## src/exec_isa_pkg.sv

```systemverilog
// ISA constants for the execute stage
// ALU opcode enum shared by the pipeline and the top level

package exec_isa_pkg;

    // data and PC width
    localparam int XLEN = 32;

    // register index width for the destination field
    localparam int RD_W = 5;

    // only the low bits of rs2 count as a shift amount
    localparam int SHAMT_W = 5;

    // link value offset for JAL
    localparam logic [XLEN-1:0] PC_INC = XLEN'(4);

    // ALU opcodes
    // arithmetic and logic ops write a per-lane result,
    // branches and EBREAK/ECALL write zero,
    // JAL writes pc plus 4 on every active lane
    typedef enum logic [3:0] {
        OP_ADD          = 4'd0,
        OP_SUB          = 4'd1,
        OP_AND          = 4'd2,
        OP_OR           = 4'd3,
        OP_XOR          = 4'd4,
        OP_SLL          = 4'd5,
        OP_SRL          = 4'd6,
        OP_SLT          = 4'd7,
        OP_BEQ          = 4'd8,
        OP_BNE          = 4'd9,
        OP_JAL          = 4'd10,
        OP_EBREAK_ECALL = 4'd11
    } alu_op_t;

endpackage

```

## src/exec_itr_pkg.sv

```systemverilog
// JAL-overload state encoding for hardware interrupt return

package exec_itr_pkg;

    // state of the JAL-overload tracker
    // OVL_OFF       overloading not requested, hit bits held clear
    // OVL_ARMED     waiting for the first JAL of every warp
    // OVL_COMPLETE  every warp has committed its overloaded JAL
    typedef enum logic [1:0] {
        OVL_OFF      = 2'd0,
        OVL_ARMED    = 2'd1,
        OVL_COMPLETE = 2'd2
    } ovl_state_t;

endpackage

```

## src/alu_unit.sv

```systemverilog
// two-stage SIMT ALU and branch pipeline with valid/ready dispatch and commit
// also holds the simulation-stop detector for EBREAK/ECALL on warp 0
`timescale 1ns/100ps

module alu_unit import exec_isa_pkg::*; #(
    parameter int WARP_CNT   = 4,
    parameter int THREAD_CNT = 4,
    parameter int WID_W      = (WARP_CNT > 1) ? $clog2(WARP_CNT) : 1
) (
    input  logic                       clk,
    input  logic                       reset,

    // dispatch side
    input  logic                       dispatch_valid,
    output logic                       dispatch_ready,
    input  logic [WID_W-1:0]           dispatch_wid,
    input  logic [THREAD_CNT-1:0]      dispatch_tmask,
    input  logic [XLEN-1:0]            dispatch_pc,
    input  alu_op_t                    dispatch_op,
    input  logic [RD_W-1:0]            dispatch_rd,
    input  logic                       dispatch_wb,
    input  logic [THREAD_CNT*XLEN-1:0] dispatch_rs1_data,
    input  logic [THREAD_CNT*XLEN-1:0] dispatch_rs2_data,
    input  logic [XLEN-1:0]            dispatch_imm,

    // commit side
    output logic                       commit_valid,
    input  logic                       commit_ready,
    output logic [WID_W-1:0]           commit_wid,
    output logic [THREAD_CNT-1:0]      commit_tmask,
    output logic [XLEN-1:0]            commit_pc,
    output logic [RD_W-1:0]            commit_rd,
    output logic                       commit_wb,
    output logic [THREAD_CNT*XLEN-1:0] commit_data,
    output logic                       commit_is_jal,

    // branch control
    output logic                       branch_valid,
    output logic [WID_W-1:0]           branch_wid,
    output logic                       branch_taken,
    output logic [XLEN-1:0]            branch_dest,

    output logic                       sim_ebreak
);

    // stage 1 holds the operands and the opcode
    logic                       s1_valid;
    logic [WID_W-1:0]           s1_wid;
    logic [THREAD_CNT-1:0]      s1_tmask;
    logic [XLEN-1:0]            s1_pc;
    alu_op_t                    s1_op;
    logic [RD_W-1:0]            s1_rd;
    logic                       s1_wb;
    logic [THREAD_CNT*XLEN-1:0] s1_rs1;
    logic [THREAD_CNT*XLEN-1:0] s1_rs2;
    logic [XLEN-1:0]            s1_imm;

    // stage 2 holds the lane results and the branch decision
    logic                       s2_valid;
    logic [WID_W-1:0]           s2_wid;
    logic [THREAD_CNT-1:0]      s2_tmask;
    logic [XLEN-1:0]            s2_pc;
    logic [RD_W-1:0]            s2_rd;
    logic                       s2_wb;
    logic [THREAD_CNT*XLEN-1:0] s2_data;
    logic                       s2_is_jal;
    logic                       s2_is_br;
    logic                       s2_taken;
    logic [XLEN-1:0]            s2_dest;

    logic                       s1_ready;
    logic                       s2_ready;
    logic                       dispatch_fire;
    logic                       s1_move;
    logic                       commit_fire;
    logic [THREAD_CNT*XLEN-1:0] lane_data;
    logic                       lane0_eq;
    logic                       br_taken;
    logic                       is_br;

    function automatic logic [XLEN-1:0] lane_result(
        input alu_op_t         op,
        input logic [XLEN-1:0] a,
        input logic [XLEN-1:0] b,
        input logic [XLEN-1:0] pc
    );
        logic [XLEN-1:0] res;
        case (op)
            OP_ADD:  res = a + b;
            OP_SUB:  res = a - b;
            OP_AND:  res = a & b;
            OP_OR:   res = a | b;
            OP_XOR:  res = a ^ b;
            OP_SLL:  res = a << b[SHAMT_W-1:0];
            OP_SRL:  res = a >> b[SHAMT_W-1:0];
            OP_SLT:  res = {{(XLEN-1){1'b0}}, ($signed(a) < $signed(b))};
            OP_JAL:  res = pc + PC_INC;
            // branches and EBREAK/ECALL write nothing useful
            default: res = '0;
        endcase
        return res;
    endfunction

    // a stage can take new data when it is empty or its content leaves this cycle
    assign s2_ready       = !s2_valid || commit_ready;
    assign s1_ready       = !s1_valid || s2_ready;
    assign dispatch_ready = s1_ready;

    assign dispatch_fire = dispatch_valid && dispatch_ready;
    assign s1_move       = s1_valid && s2_ready;
    assign commit_fire   = s2_valid && commit_ready;

    always_ff @(posedge clk) begin
        if (reset) begin
            s1_valid <= 1'b0;
            s2_valid <= 1'b0;
        end else begin
            if (s1_ready) begin
                s1_valid <= dispatch_valid;
            end
            if (s2_ready) begin
                s2_valid <= s1_valid;
            end
        end
    end

    always_ff @(posedge clk) begin
        if (dispatch_fire) begin
            s1_wid   <= dispatch_wid;
            s1_tmask <= dispatch_tmask;
            s1_pc    <= dispatch_pc;
            s1_op    <= dispatch_op;
            s1_rd    <= dispatch_rd;
            s1_wb    <= dispatch_wb;
            s1_rs1   <= dispatch_rs1_data;
            s1_rs2   <= dispatch_rs2_data;
            s1_imm   <= dispatch_imm;
        end
    end

    // per-lane arithmetic, inactive lanes stay zero
    always_comb begin
        for (int i = 0; i < THREAD_CNT; i++) begin
            if (s1_tmask[i]) begin
                lane_data[i*XLEN +: XLEN] = lane_result(s1_op,
                                                        s1_rs1[i*XLEN +: XLEN],
                                                        s1_rs2[i*XLEN +: XLEN],
                                                        s1_pc);
            end else begin
                lane_data[i*XLEN +: XLEN] = '0;
            end
        end
    end

    // branches are uniform, so lane 0 decides for the whole warp
    assign lane0_eq = (s1_rs1[XLEN-1:0] == s1_rs2[XLEN-1:0]);
    assign is_br    = (s1_op == OP_BEQ) || (s1_op == OP_BNE) || (s1_op == OP_JAL);

    always_comb begin
        case (s1_op)
            OP_BEQ:  br_taken = lane0_eq;
            OP_BNE:  br_taken = !lane0_eq;
            OP_JAL:  br_taken = 1'b1;
            default: br_taken = 1'b0;
        endcase
    end

    always_ff @(posedge clk) begin
        if (s1_move) begin
            s2_wid    <= s1_wid;
            s2_tmask  <= s1_tmask;
            s2_pc     <= s1_pc;
            s2_rd     <= s1_rd;
            s2_wb     <= s1_wb;
            s2_data   <= lane_data;
            s2_is_jal <= (s1_op == OP_JAL);
            s2_is_br  <= is_br;
            s2_taken  <= br_taken;
            s2_dest   <= s1_pc + s1_imm;
        end
    end

    assign commit_valid  = s2_valid;
    assign commit_wid    = s2_wid;
    assign commit_tmask  = s2_tmask;
    assign commit_pc     = s2_pc;
    assign commit_rd     = s2_rd;
    assign commit_wb     = s2_wb;
    assign commit_data   = s2_data;
    assign commit_is_jal = s2_is_jal;

    // branch info is reported once, when the commit is taken
    assign branch_valid = commit_fire && s2_is_br;
    assign branch_wid   = s2_wid;
    assign branch_taken = s2_taken;
    assign branch_dest  = s2_dest;

    // test programs end with EBREAK or ECALL on warp 0
    assign sim_ebreak = dispatch_fire
                     && (dispatch_wid == '0)
                     && (dispatch_op == OP_EBREAK_ECALL);

endmodule

```

## src/jal_overload.sv

```systemverilog
// JAL-overload block for hardware interrupt return
// per-warp first-JAL tracker, link-data rewrite and return-address save outputs
`timescale 1ns/100ps

module jal_overload import exec_isa_pkg::*; import exec_itr_pkg::*; #(
    parameter int WARP_CNT   = 4,
    parameter int THREAD_CNT = 4,
    parameter int WID_W      = (WARP_CNT > 1) ? $clog2(WARP_CNT) : 1
) (
    input  logic                       clk,
    input  logic                       reset,

    // overload control
    input  logic                       overload_jal,
    input  logic [XLEN-1:0]            ret_handler_addr,

    // raw commit from the ALU
    input  logic                       in_valid,
    output logic                       in_ready_out,
    input  logic [WID_W-1:0]           in_wid,
    input  logic                       in_is_jal,
    input  logic [THREAD_CNT-1:0]      in_tmask,
    input  logic [THREAD_CNT*XLEN-1:0] in_data,

    // commit towards the register file
    output logic                       out_valid,
    output logic [THREAD_CNT*XLEN-1:0] out_data,
    input  logic                       out_ready,

    // original link value for the interrupt controller to save
    output logic                       ret_save_valid,
    output logic [WID_W-1:0]           ret_save_wid,
    output logic [XLEN-1:0]            ret_save_pc,
    output ovl_state_t                 ovl_state,
    output logic                       all_hit
);

    ovl_state_t          state;
    ovl_state_t          state_next;
    logic [WARP_CNT-1:0] hits;
    logic [WARP_CNT-1:0] hits_next;
    logic [WARP_CNT-1:0] wid_onehot;
    logic                first_jal;

    assign wid_onehot = {{(WARP_CNT-1){1'b0}}, 1'b1} << in_wid;

    // first JAL of a warp while armed, held steady while the commit waits
    assign first_jal = (state == OVL_ARMED)
                    && in_valid
                    && in_is_jal
                    && !hits[in_wid];

    // the save only counts once the commit is actually taken
    assign ret_save_valid = first_jal && out_ready;
    assign ret_save_wid   = in_wid;
    assign ret_save_pc    = in_data[XLEN-1:0];

    always_comb begin
        state_next = state;
        hits_next  = hits;
        case (state)
            OVL_OFF: begin
                if (overload_jal) begin
                    state_next = OVL_ARMED;
                    hits_next  = '0;
                end
            end
            OVL_ARMED: begin
                if (ret_save_valid) begin
                    hits_next = hits | wid_onehot;
                end
                if (&hits_next) begin
                    state_next = OVL_COMPLETE;
                end
            end
            default: begin
                state_next = state;
            end
        endcase
        // dropping the request ends overloading from any state
        if (!overload_jal) begin
            state_next = OVL_OFF;
            hits_next  = '0;
        end
    end

    always_ff @(posedge clk) begin
        if (reset) begin
            state <= OVL_OFF;
            hits  <= '0;
        end else begin
            state <= state_next;
            hits  <= hits_next;
        end
    end

    // swap the link value for the handler address on the active lanes
    always_comb begin
        out_data = in_data;
        for (int i = 0; i < THREAD_CNT; i++) begin
            if (first_jal && in_tmask[i]) begin
                out_data[i*XLEN +: XLEN] = ret_handler_addr;
            end
        end
    end

    assign out_valid    = in_valid;
    assign in_ready_out = out_ready;

    assign ovl_state = state;
    assign all_hit   = &hits;

endmodule

```

## src/execute_stage.sv

```systemverilog
// top level of the SIMT execute stage
// ALU pipeline followed by the JAL-overload commit block
`timescale 1ns/100ps

module execute_stage import exec_isa_pkg::*; import exec_itr_pkg::*; #(
    parameter int WARP_CNT   = 4,
    parameter int THREAD_CNT = 4,
    parameter int WID_W      = (WARP_CNT > 1) ? $clog2(WARP_CNT) : 1
) (
    input  logic                       clk,
    input  logic                       reset,

    input  logic                       dispatch_valid,
    output logic                       dispatch_ready,
    input  logic [WID_W-1:0]           dispatch_wid,
    input  logic [THREAD_CNT-1:0]      dispatch_tmask,
    input  logic [XLEN-1:0]            dispatch_pc,
    input  alu_op_t                    dispatch_op,
    input  logic [RD_W-1:0]            dispatch_rd,
    input  logic                       dispatch_wb,
    input  logic [THREAD_CNT*XLEN-1:0] dispatch_rs1_data,
    input  logic [THREAD_CNT*XLEN-1:0] dispatch_rs2_data,
    input  logic [XLEN-1:0]            dispatch_imm,

    output logic                       commit_valid,
    input  logic                       commit_ready,
    output logic [WID_W-1:0]           commit_wid,
    output logic [THREAD_CNT-1:0]      commit_tmask,
    output logic [XLEN-1:0]            commit_pc,
    output logic [RD_W-1:0]            commit_rd,
    output logic                       commit_wb,
    output logic [THREAD_CNT*XLEN-1:0] commit_data,

    output logic                       branch_valid,
    output logic [WID_W-1:0]           branch_wid,
    output logic                       branch_taken,
    output logic [XLEN-1:0]            branch_dest,

    input  logic                       overload_jal,
    input  logic [XLEN-1:0]            ret_handler_addr,
    output logic                       ret_save_valid,
    output logic [WID_W-1:0]           ret_save_wid,
    output logic [XLEN-1:0]            ret_save_pc,
    output ovl_state_t                 ovl_state,
    output logic                       all_hit,

    output logic                       sim_ebreak
);

    // raw commit between the ALU and the overload block
    logic                       alu_commit_valid;
    logic                       alu_commit_ready;
    logic                       alu_commit_is_jal;
    logic [THREAD_CNT*XLEN-1:0] alu_commit_data;

    alu_unit #(
        .WARP_CNT   (WARP_CNT),
        .THREAD_CNT (THREAD_CNT),
        .WID_W      (WID_W)
    ) i_alu (
        .clk               (clk),
        .reset             (reset),
        .dispatch_valid    (dispatch_valid),
        .dispatch_ready    (dispatch_ready),
        .dispatch_wid      (dispatch_wid),
        .dispatch_tmask    (dispatch_tmask),
        .dispatch_pc       (dispatch_pc),
        .dispatch_op       (dispatch_op),
        .dispatch_rd       (dispatch_rd),
        .dispatch_wb       (dispatch_wb),
        .dispatch_rs1_data (dispatch_rs1_data),
        .dispatch_rs2_data (dispatch_rs2_data),
        .dispatch_imm      (dispatch_imm),
        .commit_valid      (alu_commit_valid),
        .commit_ready      (alu_commit_ready),
        .commit_wid        (commit_wid),
        .commit_tmask      (commit_tmask),
        .commit_pc         (commit_pc),
        .commit_rd         (commit_rd),
        .commit_wb         (commit_wb),
        .commit_data       (alu_commit_data),
        .commit_is_jal     (alu_commit_is_jal),
        .branch_valid      (branch_valid),
        .branch_wid        (branch_wid),
        .branch_taken      (branch_taken),
        .branch_dest       (branch_dest),
        .sim_ebreak        (sim_ebreak)
    );

    // wid, tmask, pc, rd and wb go straight out, only the data is rewritten
    jal_overload #(
        .WARP_CNT   (WARP_CNT),
        .THREAD_CNT (THREAD_CNT),
        .WID_W      (WID_W)
    ) i_jal_ovl (
        .clk              (clk),
        .reset            (reset),
        .overload_jal     (overload_jal),
        .ret_handler_addr (ret_handler_addr),
        .in_valid         (alu_commit_valid),
        .in_ready_out     (alu_commit_ready),
        .in_wid           (commit_wid),
        .in_is_jal        (alu_commit_is_jal),
        .in_tmask         (commit_tmask),
        .in_data          (alu_commit_data),
        .out_valid        (commit_valid),
        .out_data         (commit_data),
        .out_ready        (commit_ready),
        .ret_save_valid   (ret_save_valid),
        .ret_save_wid     (ret_save_wid),
        .ret_save_pc      (ret_save_pc),
        .ovl_state        (ovl_state),
        .all_hit          (all_hit)
    );

endmodule

```

## config.mk

```make
export PLATFORM = sky130hd
export DESIGN_NAME = execute_stage
export DESIGN_NICKNAME = d
export VERILOG_FILES = /design/src/exec_isa_pkg.sv /design/src/exec_itr_pkg.sv /design/src/alu_unit.sv /design/src/jal_overload.sv /design/src/execute_stage.sv
export SDC_FILE = /design/constraint.sdc
export NUM_CORES = 2
export LEC_CHECK = 0
export BUFFER_PORTS_ARGS = -buffer_cell sky130_fd_sc_hd__buf_2
export CORE_ASPECT_RATIO = 1.5
export CORE_MARGIN = 1
export CORE_UTILIZATION = 55
export CTS_CLUSTER_SIZE = 24
export DETAILED_ROUTE_END_ITERATION = 10
export HOLD_SLACK_MARGIN = 0.08
export PLACE_DENSITY_LB_ADDON = 0.15
export SYNTH_ARGS = -nofsm -noshare
export SYNTH_HDL_FRONTEND = slang
export SYNTH_HIERARCHICAL = 1
export SYNTH_SLANG_ARGS = --single-unit
```

## constraint.sdc

```tcl
create_clock -name clk -period 11.2 [get_ports clk]
set_input_delay 1.68 -clock clk [delete_from_list [all_inputs] [get_ports clk]]
set_output_delay 1.68 -clock clk [all_outputs]
set_load 0.03 [all_outputs]
```

==> metrics <==
Post-synth EDFFs=between 500 and 600; Via density=between 7 and 8; leading cell types in the layout, fill and taps excluded=682 x nor2_1, 621 x buf_2, 543 x edfxtp_1; ys async rst share=0; htree depth=2; part of the cycle the worst path needs=0.4768; io pins=622; Syn Nets=approximately 6600; sequential element share of the synthesized area=0.3062; worst-skew pair later-pin latency=around 0.68 ns; grt ovf=0; synth top area cells=edfxtp_1 30%, ha_1 9.8%, mux4_2 7.8%, nor2_1 4.8%, a21oi_1 4.2%; Num CTS Buffers=55; Syn Area/Cell=roughly 9.2 um^2; drt pass-1 iters=10; worst hold slack=approximately 0.43 ns; leak pwr=about 24 nW; Fill cells=8340; skew final=around 0.052 ns; CTS Buffer Depth=3; worst slew pin tran=1.642 ns; clock slew at reported path FFs=~0.060 ns; share of cells above drive strength 1=0.1966; Die Wd=~260 um; Worst Path Arrival=about 3.7 ns; CTS tree=done; largest net degree at the start of global routing=~150; area share of the largest cell type after synthesis=0.3033; Peak VDD IR=between 0.15 and 0.2 mV; failing checks=capacitance limit, slew limit; clock tree sinks=~550; max-slew violation count=5; CP Capture Type=output pin; ys flop type=edfxtp_1; Max-slew headroom=-0.1066; DRT antenna net count=0; dpl cells=7425; Post-CTS Hold Fix Bufs=0; via count=between 50000 and 60000; CTS resizes=0; Post-Route WL=around 270 mm; Worst Path Required=roughly 9.5 ns; core area=97040 um^2; HPWL Detailed=just under 200 mm; die area=a little under 100000 um^2; YS warnings=6; FF+latch area=16470 um^2; setup_tns=0 ns; Chip Height=about 380 um; clock root cell=clkbuf_16; global placer's final weighted congestion=about 1.1; WL per Instance=about 35 um; # nets final=~7000; Multi-input gate area=approximately 34000 um^2; IO buf count=621; Final min period=5.341 ns; most common cell after layout, fill and taps aside=nor2_1; Hold WC Path Type=reg2reg; area leader, netlist=edfxtp_1; RSZ-0062 raised after global routing=false; status=finished, violations left; Max Clk Rate=between 0.15 and 0.2 GHz; final hold vios=0; Pwr Density=roughly 120 nW/um^2; mapped cell area=roughly 54000 um^2; crit path max fanout=2; number of unique standard cell types used by synthesis=116; DR iter-0 viols=a little over 8000; Total Routing Usage GR=0.5215; Layout Cells excl Fill=roughly 7600; placed instance area=57250 um^2; #FFs+latches synth=around 550; Syn-to-layout area delta=10.13%; final setup violation count=0; number of remaining DRC errors=0; initial antenna violation count=44; MaxCap Viol Count=2; fin area=around 59000 um^2; worst setup path category=in2out; initial core utilization=0.5541; Mapped Cells=roughly 5800; postcts setup bufs=0; first-pass GRT wire length=~370 mm; vias in the first global route=52420; Rows=140; crit start category=input pin
-- path summary, 6_finish.rpt --
check	slack (ns)	cells after the start	end	from
hold reg to reg	0.43	0	i_alu/commit_rd[0]	i_alu/s1_rd[0]
hold / removal	0.43	0	i_alu/commit_rd[0]	i_alu/s1_rd[0]
setup / recovery	5.86	4	sim_ebreak	dispatch_op[2]
setup reg to reg	6.08	9	i_alu/commit_data[16]	i_alu/s1_rs2[1]
-- flip-flops by register name (all words and copies together), names as in the netlist, 32 cells and up --
name,cells
i_alu/s1_imm,32
i_alu/s1_rs1,128
i_alu/commit_data,128
i_alu/s1_rs2,128
i_alu/branch_dest,32
i_alu/commit_pc,32
i_alu/s1_pc,32
-- cells by family after synthesis --
group                    share of synthesized area
AO/OA/AOI/OAI                               0.2276
XOR/XNOR                                   0.01678
adder cells (fa/ha/maj)                     0.1011
buffers and inverters                      0.06732
flip-flops                                  0.3062
multiplexers                                0.1442
AND/OR/NAND/NOR                             0.1368
-- synth_stat cells, types with 40 or more instances --
master and number:
o221ai_1 40, mux2_4 120, buf_4 52, nand2b_1 46
o22ai_1 73, a22oi_1 52, edfxtp_1 543, mux2i_1 149
nor4_1 40, nor2_1 689, a21oi_1 451, a211oi_1 87
xnor2_1 78, mux4_2 186, o21ai_1 57, a221oi_1 86
o21ai_0 365, o21bai_1 62, buf_1 61, ha_1 420
or3_1 55, clkbuf_1 216, nand2_1 375, and3_1 41
a21o_1 71, a31oi_1 102, nor3_1 129, o211ai_1 69
inv_1 364, buf_2 71, nand3_1 88
-- per-layer routing --
layer / vias up / track usage / part of all wire
met5: - / 0.004386 / 0.00058
met3: 1638 / 0.1813 / 0.13
met2: 4964 / 0.7854 / 0.43
met1: 26350 / 0.5586 / 0.32
met4: 24 / 0.5297 / 0.12
li1: 22770 / - / -
-- layout make-up --
class	instances	area share
clock buffer	67	0.02400
inverter	390	0.02472
multi-input combinational	4480	0.5704
tap	1278	0.02700
timing repair buffer	726	0.06664
sequential	551	0.2781
antenna	37	0.001564
clock inverter	33	0.007585
-- metrics by stage --
stage	power (mW)	worst slack (ns)	utilization
6_report	6.890	5.860	0.6102
5_1_grt	7.039	5.958	0.6094
4_1_cts	6.761	6.005	0.6093
3_5_place_dp	4.760	6.084	0.5900
3_3_place_gp	4.744	6.071	0.5900
2_1_floorplan	4.001	2.123	-
-- power breakdown --
part / switching, mW / total (mW) / leakage [nW] / internal [mW]
Sequential: 0.179 / 2.60 / 5.26 / 2.42
Combinational: 1.50 / 2.27 / 17.9 / 0.766
Clock: 0.869 / 2.02 / 0.900 / 1.15
-- critical path, cell delays in order --
cell      delay, ns
buf_2          0.11
nand4b_1       0.67
nor4b_1        0.86
buf_2          0.32
Power figures use the tool's default switching activity.
